===== src/rtl/adc_acq_pkg.sv =====
package adc_acq_pkg;

    // one 128-bit word toward the ddr3 write path
    typedef logic [127:0] acq_word_t;
    // raw adc sample
    typedef logic [11:0]  sample_t;
    // bursts per waveform, 1 to 1023
    typedef logic [9:0]   burst_len_t;
    typedef logic [23:0]  word_addr_t;
    typedef logic [31:0]  fill_num_t;
    typedef logic [31:0]  checksum_t;

    // fill type is {enable1, enable0}; zero means not armed
    typedef enum logic [1:0] {
        FILL_OFF = 2'd0,
        FILL_A   = 2'd1,
        FILL_B   = 2'd2,
        FILL_C   = 2'd3
    } fill_type_t;

    // acquisition sequencer states
    typedef enum logic [4:0] {
        IDLE, WATCH_FOR_TRIG,
        FILL_INIT1, FILL_INIT2,
        WAVEFORM_INIT1, WAVEFORM_INIT2, WAVEFORM_INIT3,
        RUN1, RUN2, RUN3, RUN4,
        WAVEFORM_TST1, WAVEFORM_TST2,
        CHECKSUM1, CHECKSUM2,
        DDR3_WAIT, DONE
    } acq_state_t;

    // tags in bits 127:112 of the non-data words
    localparam logic [15:0] FILL_HDR_TAG = 16'hF111;
    localparam logic [15:0] WFM_HDR_TAG  = 16'hA5E0;
    localparam logic [15:0] CSUM_TAG     = 16'hC5C5;

    // eight 16-bit lanes per data word
    localparam int SAMPLES_PER_BURST = 8;

    // synchronizer depths for the async inputs
    localparam int TRIG_SYNC_STAGES = 4;
    localparam int DONE_SYNC_STAGES = 2;

endpackage


===== src/rtl/adc_acq_sequencer.sv =====
`timescale 1ns/10ps

module adc_acq_sequencer (
    input  logic                   clk,
    input  logic                   adc_acq_full_reset,
    input  logic                   acq_enable0,
    input  logic                   acq_enable1,
    input  logic                   acq_trig,
    input  logic                   ddr3_wr_done,
    input  logic                   dummy_dat_reset_mode,
    input  logic                   burst_zero,
    input  logic                   word_accepted,
    output adc_acq_pkg::fill_type_t fill_type,
    output logic                   sel_fill_hdr,
    output logic                   sel_wfm_hdr,
    output logic                   sel_data,
    output logic                   sel_csum,
    output logic                   word_push,
    output logic                   csum_update,
    output logic                   burst_load,
    output logic                   burst_dec,
    output logic                   dummy_reset,
    output logic                   sample_advance,
    output logic                   fill_advance,
    output logic                   acq_enabled,
    output logic                   acq_done,
    output logic                   sm_idle
);
    import adc_acq_pkg::*;

    // shift-register synchronizers, newest bit at index 0
    logic [TRIG_SYNC_STAGES-1:0] en0_sync;
    logic [TRIG_SYNC_STAGES-1:0] en1_sync;
    logic [TRIG_SYNC_STAGES-1:0] trig_sync;
    logic [DONE_SYNC_STAGES-1:0] done_sync;

    logic       mode_enabled;
    logic       trig_s;
    logic       done_s;
    acq_state_t state;
    acq_state_t state_next;

    always_ff @(posedge clk) begin
        if (adc_acq_full_reset) begin
            en0_sync  <= '0;
            en1_sync  <= '0;
            trig_sync <= '0;
            done_sync <= '0;
        end else begin
            en0_sync  <= {en0_sync[TRIG_SYNC_STAGES-2:0], acq_enable0};
            en1_sync  <= {en1_sync[TRIG_SYNC_STAGES-2:0], acq_enable1};
            trig_sync <= {trig_sync[TRIG_SYNC_STAGES-2:0], acq_trig};
            done_sync <= {done_sync[DONE_SYNC_STAGES-2:0], ddr3_wr_done};
        end
    end

    assign trig_s = trig_sync[TRIG_SYNC_STAGES-1];
    assign done_s = done_sync[DONE_SYNC_STAGES-1];

    // armed whenever either enable is set; the pair also picks the fill type
    always_ff @(posedge clk) begin
        if (adc_acq_full_reset) begin
            mode_enabled <= 1'b0;
            fill_type    <= FILL_OFF;
        end else begin
            mode_enabled <= en0_sync[TRIG_SYNC_STAGES-1] | en1_sync[TRIG_SYNC_STAGES-1];
            fill_type    <= fill_type_t'({en1_sync[TRIG_SYNC_STAGES-1],
                                          en0_sync[TRIG_SYNC_STAGES-1]});
        end
    end

    always_ff @(posedge clk) begin
        if (adc_acq_full_reset) begin
            state <= IDLE;
        end else begin
            state <= state_next;
        end
    end

    // FILL_INIT2, WAVEFORM_INIT3, RUN4 and CHECKSUM2 present a word
    // and only move on once the builder reports it taken
    always_comb begin
        state_next = state;
        case (state)
            IDLE: begin
                if (mode_enabled) begin
                    state_next = WATCH_FOR_TRIG;
                end
            end
            WATCH_FOR_TRIG: begin
                state_next = (mode_enabled && trig_s) ? FILL_INIT1 : IDLE;
            end
            FILL_INIT1:     state_next = FILL_INIT2;
            FILL_INIT2: begin
                if (word_accepted) begin
                    state_next = WAVEFORM_INIT1;
                end
            end
            WAVEFORM_INIT1: state_next = WAVEFORM_INIT2;
            WAVEFORM_INIT2: state_next = WAVEFORM_INIT3;
            WAVEFORM_INIT3: begin
                if (word_accepted) begin
                    state_next = RUN1;
                end
            end
            RUN1:           state_next = RUN2;
            RUN2:           state_next = RUN3;
            RUN3:           state_next = RUN4;
            RUN4: begin
                // last burst already counted off in RUN1
                if (word_accepted) begin
                    state_next = burst_zero ? WAVEFORM_TST1 : RUN1;
                end
            end
            // single waveform per fill, so the test always ends it
            WAVEFORM_TST1:  state_next = WAVEFORM_TST2;
            WAVEFORM_TST2:  state_next = CHECKSUM1;
            CHECKSUM1:      state_next = CHECKSUM2;
            CHECKSUM2: begin
                if (word_accepted) begin
                    state_next = DDR3_WAIT;
                end
            end
            DDR3_WAIT: begin
                if (done_s) begin
                    state_next = DONE;
                end
            end
            DONE: begin
                // hold until the trigger drops, no retrigger on a long pulse
                if (!(mode_enabled && trig_s)) begin
                    state_next = IDLE;
                end
            end
            default:        state_next = IDLE;
        endcase
    end

    // strobes line up with the state being entered
    always_ff @(posedge clk) begin
        if (adc_acq_full_reset) begin
            sel_fill_hdr   <= 1'b0;
            sel_wfm_hdr    <= 1'b0;
            sel_data       <= 1'b0;
            sel_csum       <= 1'b0;
            word_push      <= 1'b0;
            csum_update    <= 1'b0;
            burst_load     <= 1'b0;
            burst_dec      <= 1'b0;
            dummy_reset    <= 1'b0;
            sample_advance <= 1'b0;
            fill_advance   <= 1'b0;
            acq_enabled    <= 1'b0;
            acq_done       <= 1'b0;
            sm_idle        <= 1'b1;
        end else begin
            sel_fill_hdr   <= state_next == FILL_INIT1;
            sel_wfm_hdr    <= state_next == WAVEFORM_INIT2;
            sel_data       <= state_next == RUN3;
            sel_csum       <= state_next == CHECKSUM1;
            // load the output register one state ahead of presenting
            word_push      <= state_next inside {FILL_INIT1, WAVEFORM_INIT2, RUN3, CHECKSUM1};
            csum_update    <= state_next == RUN3;
            burst_load     <= state_next == WAVEFORM_INIT2;
            burst_dec      <= state_next == RUN1;
            // 0 -> free-running ramp, 1 -> restart every waveform
            dummy_reset    <= (state_next == WAVEFORM_INIT1) && dummy_dat_reset_mode;
            // fetch the burst early so it is settled by RUN3
            sample_advance <= state_next == RUN1;
            // stays up across a stall in CHECKSUM2
            fill_advance   <= state_next == CHECKSUM2;
            // low while waiting for a trigger, so ddr3 may be read
            acq_enabled    <= !(state_next inside {IDLE, WATCH_FOR_TRIG});
            acq_done       <= (state_next == DONE) && (state != DONE);
            sm_idle        <= state_next == IDLE;
        end
    end

endmodule


===== src/rtl/adc_acq_top.sv =====
`timescale 1ns/10ps

module adc_acq_top (
    input  logic                    clk,
    input  logic                    adc_acq_full_reset,
    input  logic                    acq_enable0,
    input  logic                    acq_enable1,
    input  logic                    acq_trig,
    input  logic                    dummy_dat_reset_mode,
    input  adc_acq_pkg::burst_len_t burst_len_a,
    input  adc_acq_pkg::burst_len_t burst_len_b,
    input  adc_acq_pkg::burst_len_t burst_len_c,
    input  logic                    out_ready,
    input  logic                    ddr3_wr_done,
    output logic                    out_valid,
    output adc_acq_pkg::acq_word_t  out_data,
    output adc_acq_pkg::word_addr_t out_addr,
    output logic                    acq_enabled,
    output logic                    acq_done,
    output logic                    sm_idle
);
    import adc_acq_pkg::*;

    // sequencer strobes
    fill_type_t fill_type;
    logic       sel_fill_hdr;
    logic       sel_wfm_hdr;
    logic       sel_data;
    logic       sel_csum;
    logic       word_push;
    logic       csum_update;
    logic       burst_load;
    logic       burst_dec;
    logic       dummy_reset;
    logic       sample_advance;
    logic       fill_advance;
    // counter and builder feedback
    logic       burst_zero;
    logic       word_accepted;
    burst_len_t sel_burst_len;
    word_addr_t word_addr;
    fill_num_t  fill_num;
    acq_word_t  burst_data;

    adc_acq_sequencer u_sequencer (
        .clk, .adc_acq_full_reset,
        .acq_enable0, .acq_enable1, .acq_trig, .ddr3_wr_done,
        .dummy_dat_reset_mode, .burst_zero, .word_accepted,
        .fill_type, .sel_fill_hdr, .sel_wfm_hdr, .sel_data, .sel_csum,
        .word_push, .csum_update, .burst_load, .burst_dec,
        .dummy_reset, .sample_advance, .fill_advance,
        .acq_enabled, .acq_done, .sm_idle
    );

    adc_counters u_counters (
        .clk, .adc_acq_full_reset,
        .fill_type, .burst_len_a, .burst_len_b, .burst_len_c,
        .burst_load, .burst_dec, .word_accepted, .fill_advance,
        .burst_zero, .sel_burst_len, .word_addr, .fill_num
    );

    adc_dummy_source u_dummy_source (
        .clk, .adc_acq_full_reset,
        .dummy_reset, .sample_advance, .burst_data
    );

    adc_word_builder u_word_builder (
        .clk, .adc_acq_full_reset,
        .sel_fill_hdr, .sel_wfm_hdr, .sel_data, .sel_csum,
        .word_push, .csum_update, .out_ready, .burst_data,
        .fill_type, .sel_burst_len, .word_addr, .fill_num,
        .out_valid, .out_data, .out_addr, .word_accepted
    );

endmodule


===== src/rtl/adc_counters.sv =====
`timescale 1ns/10ps

module adc_counters (
    input  logic                    clk,
    input  logic                    adc_acq_full_reset,
    input  adc_acq_pkg::fill_type_t fill_type,
    input  adc_acq_pkg::burst_len_t burst_len_a,
    input  adc_acq_pkg::burst_len_t burst_len_b,
    input  adc_acq_pkg::burst_len_t burst_len_c,
    input  logic                    burst_load,
    input  logic                    burst_dec,
    input  logic                    word_accepted,
    input  logic                    fill_advance,
    output logic                    burst_zero,
    output adc_acq_pkg::burst_len_t sel_burst_len,
    output adc_acq_pkg::word_addr_t word_addr,
    output adc_acq_pkg::fill_num_t  fill_num
);
    import adc_acq_pkg::*;

    burst_len_t burst_cnt;

    // length per fill type; FILL_OFF never starts a fill
    always_comb begin
        case (fill_type)
            FILL_A:  sel_burst_len = burst_len_a;
            FILL_B:  sel_burst_len = burst_len_b;
            FILL_C:  sel_burst_len = burst_len_c;
            default: sel_burst_len = '0;
        endcase
    end

    // counts down once per issued burst
    always_ff @(posedge clk) begin
        if (adc_acq_full_reset) begin
            burst_cnt <= '0;
        end else if (burst_load) begin
            burst_cnt <= sel_burst_len;
        end else if (burst_dec && burst_cnt != '0) begin
            burst_cnt <= burst_cnt - 1'b1;
        end
    end

    assign burst_zero = burst_cnt == '0;

    // address runs on across fills; fill number moves when the checksum is taken
    always_ff @(posedge clk) begin
        if (adc_acq_full_reset) begin
            word_addr <= '0;
            fill_num  <= '0;
        end else if (word_accepted) begin
            word_addr <= word_addr + 1'b1;
            if (fill_advance) begin
                fill_num <= fill_num + 1'b1;
            end
        end
    end

endmodule


===== src/rtl/adc_dummy_source.sv =====
`timescale 1ns/10ps

module adc_dummy_source (
    input  logic                   clk,
    input  logic                   adc_acq_full_reset,
    input  logic                   dummy_reset,
    input  logic                   sample_advance,
    output adc_acq_pkg::acq_word_t burst_data
);
    import adc_acq_pkg::*;

    // next sample value, wraps at 4096
    sample_t   ramp;
    acq_word_t next_burst;

    // lane k is ramp + k, zero-extended to 16 bits, lane 0 lowest
    always_comb begin
        for (int k = 0; k < SAMPLES_PER_BURST; k++) begin
            next_burst[16*k +: 16] = {4'd0, sample_t'(ramp + k)};
        end
    end

    always_ff @(posedge clk) begin
        if (adc_acq_full_reset) begin
            ramp <= '0;
        end else if (dummy_reset) begin
            ramp <= '0;
        end else if (sample_advance) begin
            ramp <= ramp + sample_t'(SAMPLES_PER_BURST);
        end
    end

    // burst word held until the next advance
    always_ff @(posedge clk) begin
        if (sample_advance) begin
            burst_data <= next_burst;
        end
    end

endmodule


===== src/rtl/adc_word_builder.sv =====
`timescale 1ns/10ps

module adc_word_builder (
    input  logic                    clk,
    input  logic                    adc_acq_full_reset,
    input  logic                    sel_fill_hdr,
    input  logic                    sel_wfm_hdr,
    input  logic                    sel_data,
    input  logic                    sel_csum,
    input  logic                    word_push,
    input  logic                    csum_update,
    input  logic                    out_ready,
    input  adc_acq_pkg::acq_word_t  burst_data,
    input  adc_acq_pkg::fill_type_t fill_type,
    input  adc_acq_pkg::burst_len_t sel_burst_len,
    input  adc_acq_pkg::word_addr_t word_addr,
    input  adc_acq_pkg::fill_num_t  fill_num,
    output logic                    out_valid,
    output adc_acq_pkg::acq_word_t  out_data,
    output adc_acq_pkg::word_addr_t out_addr,
    output logic                    word_accepted
);
    import adc_acq_pkg::*;

    acq_word_t next_word;
    checksum_t checksum;
    checksum_t burst_sum;

    // four 32-bit slices of the current burst
    assign burst_sum = burst_data[31:0] + burst_data[63:32]
                     + burst_data[95:64] + burst_data[127:96];

    // selects are one-hot from the sequencer
    always_comb begin
        next_word = '0;
        if (sel_fill_hdr) begin
            next_word = {FILL_HDR_TAG, fill_num, fill_type, sel_burst_len, 68'd0};
        end else if (sel_wfm_hdr) begin
            // word_addr is the address this header will go out at
            next_word = {WFM_HDR_TAG, fill_num, word_addr, 56'd0};
        end else if (sel_data) begin
            next_word = burst_data;
        end else if (sel_csum) begin
            next_word = {CSUM_TAG, 80'd0, checksum};
        end
    end

    // restarts with each fill header
    always_ff @(posedge clk) begin
        if (sel_fill_hdr) begin
            checksum <= '0;
        end else if (csum_update) begin
            checksum <= checksum + burst_sum;
        end
    end

    assign word_accepted = out_valid & out_ready;

    // one word in flight; the sequencer only pushes after the last one was taken
    always_ff @(posedge clk) begin
        if (adc_acq_full_reset) begin
            out_valid <= 1'b0;
        end else if (word_push) begin
            out_valid <= 1'b1;
        end else if (word_accepted) begin
            out_valid <= 1'b0;
        end
    end

    // data and address stay put until the next push
    always_ff @(posedge clk) begin
        if (word_push) begin
            out_data <= next_word;
            out_addr <= word_addr;
        end
    end

endmodule


===== config.mk =====
export PLATFORM = sky130hd
export DESIGN_NAME = adc_acq_top
export DESIGN_NICKNAME = d
export VERILOG_FILES = /design/src/rtl/adc_acq_pkg.sv /design/src/rtl/adc_acq_sequencer.sv /design/src/rtl/adc_acq_top.sv /design/src/rtl/adc_counters.sv /design/src/rtl/adc_dummy_source.sv /design/src/rtl/adc_word_builder.sv
export SDC_FILE = /design/constraint.sdc
export NUM_CORES = 1
export LEC_CHECK = 0
export ABC_CLOCK_PERIOD_IN_PS = 5900
export BUFFER_PORTS_ARGS = -buffer_cell sky130_fd_sc_hd__buf_2
export CORE_MARGIN = 2
export CORE_UTILIZATION = 47
export CTS_BUF_LIST = sky130_fd_sc_hd__clkbuf_8
export DETAILED_ROUTE_END_ITERATION = 7
export PLACE_DENSITY_LB_ADDON = 0.1
export SLEW_MARGIN = 10
export SYNTH_ARGS = -nofsm -noshare
export SYNTH_HDL_FRONTEND = slang
export SYNTH_SLANG_ARGS = --single-unit
export TNS_END_PERCENT = 5

===== constraint.sdc =====
create_clock -name clk -period 5.9 [get_ports clk]
set_clock_uncertainty 0.15 [all_clocks]
set_input_delay 1.475 -clock clk [delete_from_list [all_inputs] [get_ports clk]]
set_output_delay 1.475 -clock clk [all_outputs]
set_load 0.01 [all_outputs]

Word level (Yosys, flattened, before mapping)
Cells that the tools add are included.
{"block": "word_totals", "input_bits": 38, "reg_bits": 392, "word_cells": 110, "out_inout_bits": 156}
{"block": "op_classes", "bitwise": 2, "eq_ne": 29, "n_addsub": 15, "n_mux": 19, "reduce_logical": 16}
{"cell": "128-bit two-way mux", "n": 2}
{"cell": "127-bit two-way mux", "n": 1}
{"cell": "112-bit two-way mux", "n": 1}
{"cell": "5-bit case mux with 17 select lines", "n": 1}
{"cell": "32-bit by 28-bit adder with 32-bit output", "n": 2}
{"cell": "5-bit by 4-bit == test with 1-bit output, second input constant", "n": 11}
{"cell": "12-bit by 3-bit adder with 12-bit output, second input constant", "n": 4}
{"cell": "5-bit by 3-bit == test with 1-bit output, second input constant", "n": 7}
{"cell": "5-bit two-way mux", "n": 7}
{"cell": "32-bit by 1-bit adder with 32-bit output, second input constant", "n": 1}
{"cell": "32-bit adder", "n": 1}
{"cell": "10-bit case mux with 3 select lines", "n": 1}
{"cell": "28-bit by 28-bit adder with 29-bit output", "n": 1}
{"cell": "12-bit by 2-bit adder with 12-bit output, second input constant", "n": 2}
{"cell": "24-bit by 1-bit adder with 24-bit output, second input constant", "n": 1}
{"cell": "10-bit two-way mux", "n": 2}
{"cell": "5-bit by 2-bit == test with 1-bit output, second input constant", "n": 3}
{"cell": "12-bit by 1-bit adder with 12-bit output, second input constant", "n": 1}
{"cell": "12-bit by 4-bit adder with 12-bit output, second input constant", "n": 1}
{"cell": "5-bit by 1-bit == test with 1-bit output, second input constant", "n": 2}
{"cell": "5-bit == test, second input constant", "n": 2}
{"cell": "10-bit logical NOT", "n": 1}
{"cell": "5-bit logical NOT", "n": 2}
{"cell": "10-bit nonzero test", "n": 1}
{"cell": "15 further kinds", "n": 23}

Longest topological paths before layout
{"block": "depth", "word_depth": 7, "ltp_mapped": 15, "depth_no_buf": 15}

Modules after synthesis
From an unflattened synthesis, not the netlist that was laid out.
{"block": "unflattened", "hier_cells": 1921, "hier_area_um2": 18191.2}
{"mod": "adc_word_builder", "instances": 1, "area_each_um2": 12119.1, "seq_area_each_um2": 5225.0, "cells_each": 1258}
{"mod": "adc_counters", "instances": 1, "area_each_um2": 3261.9, "seq_area_each_um2": 1321.3, "cells_each": 371}
{"mod": "adc_dummy_source", "instances": 1, "area_each_um2": 1565.3, "seq_area_each_um2": 450.4, "cells_each": 173}
{"mod": "adc_acq_sequencer", "instances": 1, "area_each_um2": 1244.9, "seq_area_each_um2": 660.6, "cells_each": 119}

Worst setup path after synthesis
Ideal clock, no wire load.
{"block": "synth_path", "path_type": "flip-flop to flip-flop", "from": "reg u_dummy_source.burst_data[115]", "to": "reg u_word_builder.checksum[30]", "slack_ps": 1586, "path_stages_with_launch": 16, "period_less_slack_ps": 4314, "required_ps": 5633, "setup_time_ps": 117, "n_path_buf": 0, "t_arrival_ps": 4047, "cell_sequence": "edfxtp_1 inv_1 ha_1 xnor2_1 fa_1 ha_1 ha_1 fa_1 a21o_1 a221oi_2 o211ai_1 a221o_1 a21oi_4 o21ai_1 xor2_1 a22o_1"}
{"block": "synth_via", "elab_chain_cells": 2}
{"element": "start, declared", "line_no": "adc_dummy_source.sv:8", "rtl": "output adc_acq_pkg::acq_word_t burst_data"}
{"element": "start signal, assigned", "line_no": "adc_dummy_source.sv:36", "rtl": "burst_data <= next_burst;"}
{"element": "32-bit by 28-bit adder with 32-bit output", "line_no": "adc_word_builder.sv:31", "rtl": "+ burst_data[95:64] + burst_data[127:96];"}
{"element": "32-bit adder", "line_no": "adc_word_builder.sv:53", "rtl": "checksum <= checksum + burst_sum;"}
{"element": "end signal, assigned", "line_no": "adc_word_builder.sv:53"}
{"element": "end, declared", "line_no": "adc_word_builder.sv:26", "rtl": "checksum_t checksum;"}
No other way between the ends.
A chain may end at the register's enable or synchronous reset.

Worst setup path after layout
Ends and elaborated chain as after synthesis.

==> flow_summary.json <==
{
  "slew_violations": 0,
  "tns_ns": 0,
  "status": "complete, no violations",
  "rows": 61,
  "final_common_cell": "buf_2",
  "cp.required_ns": 6.22,
  "arrival_ns": 5.04,
  "wl_met3_mm": 1.812,
  "synth_compound_area_frac": 0.09625,
  "drive_gt1_frac": 0.2034,
  "setup_ws_ns": 1.177,
  "synth-async-reset-ratio": 0,
  "synth_seq_area_share": 0.5351,
  "initial_core_util": 0.4753,
  "area_delta_synth_final_pct": 15.43,
  "layout_common_cells": "186 x buf_2, 142 x edfxtp_1, 136 x dfxtp_1",
  "cpMostUsedCell": "ha_1",
  "clkLatencyLatePin_ns": 0.58,
  "power_mw": 3.701,
  "antenna_left": 0,
  "synth_area_um2": 13170,
  "path_clk_slew_ns": 0.06,
  "reg2reg_slack_ns": 1.18,
  "cts_setup_buffers": 0,
  "place.gp.congestion": 0.8665,
  "syn_area_per_cell_um2": 10.96,
  "post_drt_wl_per_cell_um": 17.10,
  "synth-simple-area-share": 0.1493,
  "place.detailed.hpwl_mm": 21.39,
  "htree_levels": 2,
  "slowest_stage": "edfxtp_1",
  "synth_top_family_by_area": "simple AND/OR/NAND/NOR gates",
  "ys_ff_latch": 281,
  "crit_chain": "inv_1 -> ha_1 -> xnor2_1 -> fa_1 -> ha_1 -> ha_1 -> fa_1 -> a21o_1 -> a221oi_2 -> o211ai_1 -> a221o_1 -> a21oi_4 -> o21ai_1 -> xor2_1 -> a22o_1",
  "drv_cap": 0,
  "dpl_cell_area_um2": 14310,
  "die_w_um": 171.4,
  "grt_pass1_wl_mm": 47.82,
  "design.die.area_um2": 29370,
  "critPathCaptureType": "register",
  "clockBufferDepth": 3,
  "portBuffers": 186,
  "yosys_warnings": 0,
  "grt_overflow": 0,
  "drtPass1Iterations": 5,
  "dp_slack_ns": 1.196,
  "synth_cell_types": 55,
  "n_antenna_cell": 0,
  "wl_met2_mm": 13.28,
  "vias": 9192,
  "wirelength_mm": 30.69,
  "coreArea_um2": 27710,
  "power.leakage_nw": 6.740,
  "powerDensity_nw_per_um2": 243.5,
  "final_area_um2": 15200,
  "clock_sinks": 281,
  "grt_pass1_vias": 8669,
  "cts_buffers": 48,
  "synthXorXnorAreaFrac": 0.06385,
  "wl_met1_mm": 14.94,
  "grt_max_degree": 71,
  "cp-start-kind": "register",
  "top_layer": "met4",
  "viasPerCell": 5.124,
  "synth_edf_count": 142,
  "peakVddDrop_v": 0.0001439,
  "fmax_mhz": 211.7,
  "final_hold_viol_count": 0,
  "root_buffer": "clkbuf_8",
  "path_max_fanout": 6,
  "slowest_delay_ns": 0.48,
  "hold_path.class": "register to register",
  "worst_pin_slew_ns": 1.057,
  "antenna_found_initial": 1,
  "worst_hold_slack_ns": 0.2813,
  "fin_crit_ns": 4.723,
  "drt_iter0_drc": 646,
  "fin_nets": 1506,
  "tritoncts": "done",
  "setup.worst_path.class": "register to register",
  "slew_headroom": 0.2930,
  "grt_usage": 0.2092,
  "synthFlopType": "edfxtp_1",
  "cts_hold_buf": 0,
  "ctsResizeCount": 0,
  "syn_inst": 1202,
  "drc_errors": 0,
  "die_h_um": 171.4,
  "rsz0062_at_grt": "false",
  "synth_mux_area_frac": 0.02223,
  "finalSetupViolations": 0,
  "boundaryPins": 194,
  "synth_fa_ha_area_frac": 0.09615,
  "finalCritPeriodShare": 0.8005
}
## cell usage after synthesis, types with 20 or more instances
cell type | instances | share of area
nand2_1 | 90 | 0.026
buf_4 | 20 | 0.011
xnor2_1 | 39 | 0.026
nor2_1 | 128 | 0.036
dfxtp_1 | 139 | 0.21
inv_1 | 32 | 0.0091
clkbuf_1 | 47 | 0.013
edfxtp_1 | 142 | 0.32
a21oi_1 | 51 | 0.019
nor2b_1 | 23 | 0.011
nand3_1 | 29 | 0.011
a21o_1 | 51 | 0.029
ha_1 | 74 | 0.070
o21ai_0 | 31 | 0.012
xor2_1 | 57 | 0.038
nand4_1 | 20 | 0.0095
and3_1 | 39 | 0.019
and2_1 | 24 | 0.011
## layout make-up
class	instances	area [µm²]
fillers	2482	12500
flip-flops and latches	281	7053
multi-input cells	819	5663
repair buffers	195	998.5
clock buffers	52	715.7
well taps	378	473.0
clock inverters	37	177.7
inverters	32	120.1
## state kept, by name (all words and copies together), names as in the netlist, 2 cells and up
register,cells
u_sequencer.en1_sync,4
u_word_builder.out_data,109
u_dummy_source.burst_data,9
u_sequencer.state,5
u_sequencer.trig_sync,4
u_counters.burst_cnt,10
u_sequencer.done_sync,2
u_word_builder.checksum,30
u_counters.word_addr,24
u_dummy_source.ramp,9
u_counters.fill_num,32
u_sequencer.fill_type,2
u_word_builder.out_addr,24
u_sequencer.en0_sync,4
## kinds of logic (layout without fill, tap and decap cells)
group / Yosys count / count (layout)
mux: 28 / 28
xor+xnor: 96 / 96
buf+inv: 109 / 316
other cells: 1 / 8
compound gates: 193 / 193
flops: 281 / 281
simple gates: 403 / 403
fa+ha+maj: 91 / 91
## report_power, final
part / internal, mW / total [mW] / switching, mW
sequential: 2.04 / 2.04 / 0.00254
clock: 0.823 / 1.62 / 0.800
combinational: 0.0172 / 0.0396 / 0.0224
## final timing paths
check | end | cells after the start | start
max | u_word_builder.checksum[30] | 15 | u_dummy_source.burst_data[115]
min | u_sequencer.done_sync[1] | 1 | u_sequencer.done_sync[0]
max reg2reg | u_word_builder.checksum[30] | 15 | u_dummy_source.burst_data[115]
min reg2reg | u_sequencer.done_sync[1] | 1 | u_sequencer.done_sync[0]
## routing by layer
| layer | GRT usage | vias to the layer above |
|---|---|---|
| li1 | - | 4566 |
| met1 | 0.3073 | 4291 |
| met2 | 0.3166 | 284 |
| met3 | 0.03889 | 51 |
| met4 | 0.05748 | 0 |
| met5 | 0 | - |
## per-stage QoR
step | cells | utilization
finish | 1794 | 0.5487
global route | 1794 | 0.5487
CTS | 1794 | 0.5487
detailed placement | 1705 | 0.5164
global placement | 1705 | 0.5164
floorplan | 1209 | -
## critical path, delay by kind of cell, from the launching register on
kind	cells	cell delay, ns
xor gates and xnor gates	2	0.38
DFF	1	0.48
AOI/OAI and AO/OA	7	1.70
buffers and inverters	1	0.14
adders and majority gates	5	1.76
Power figures use the tool's default switching activity.
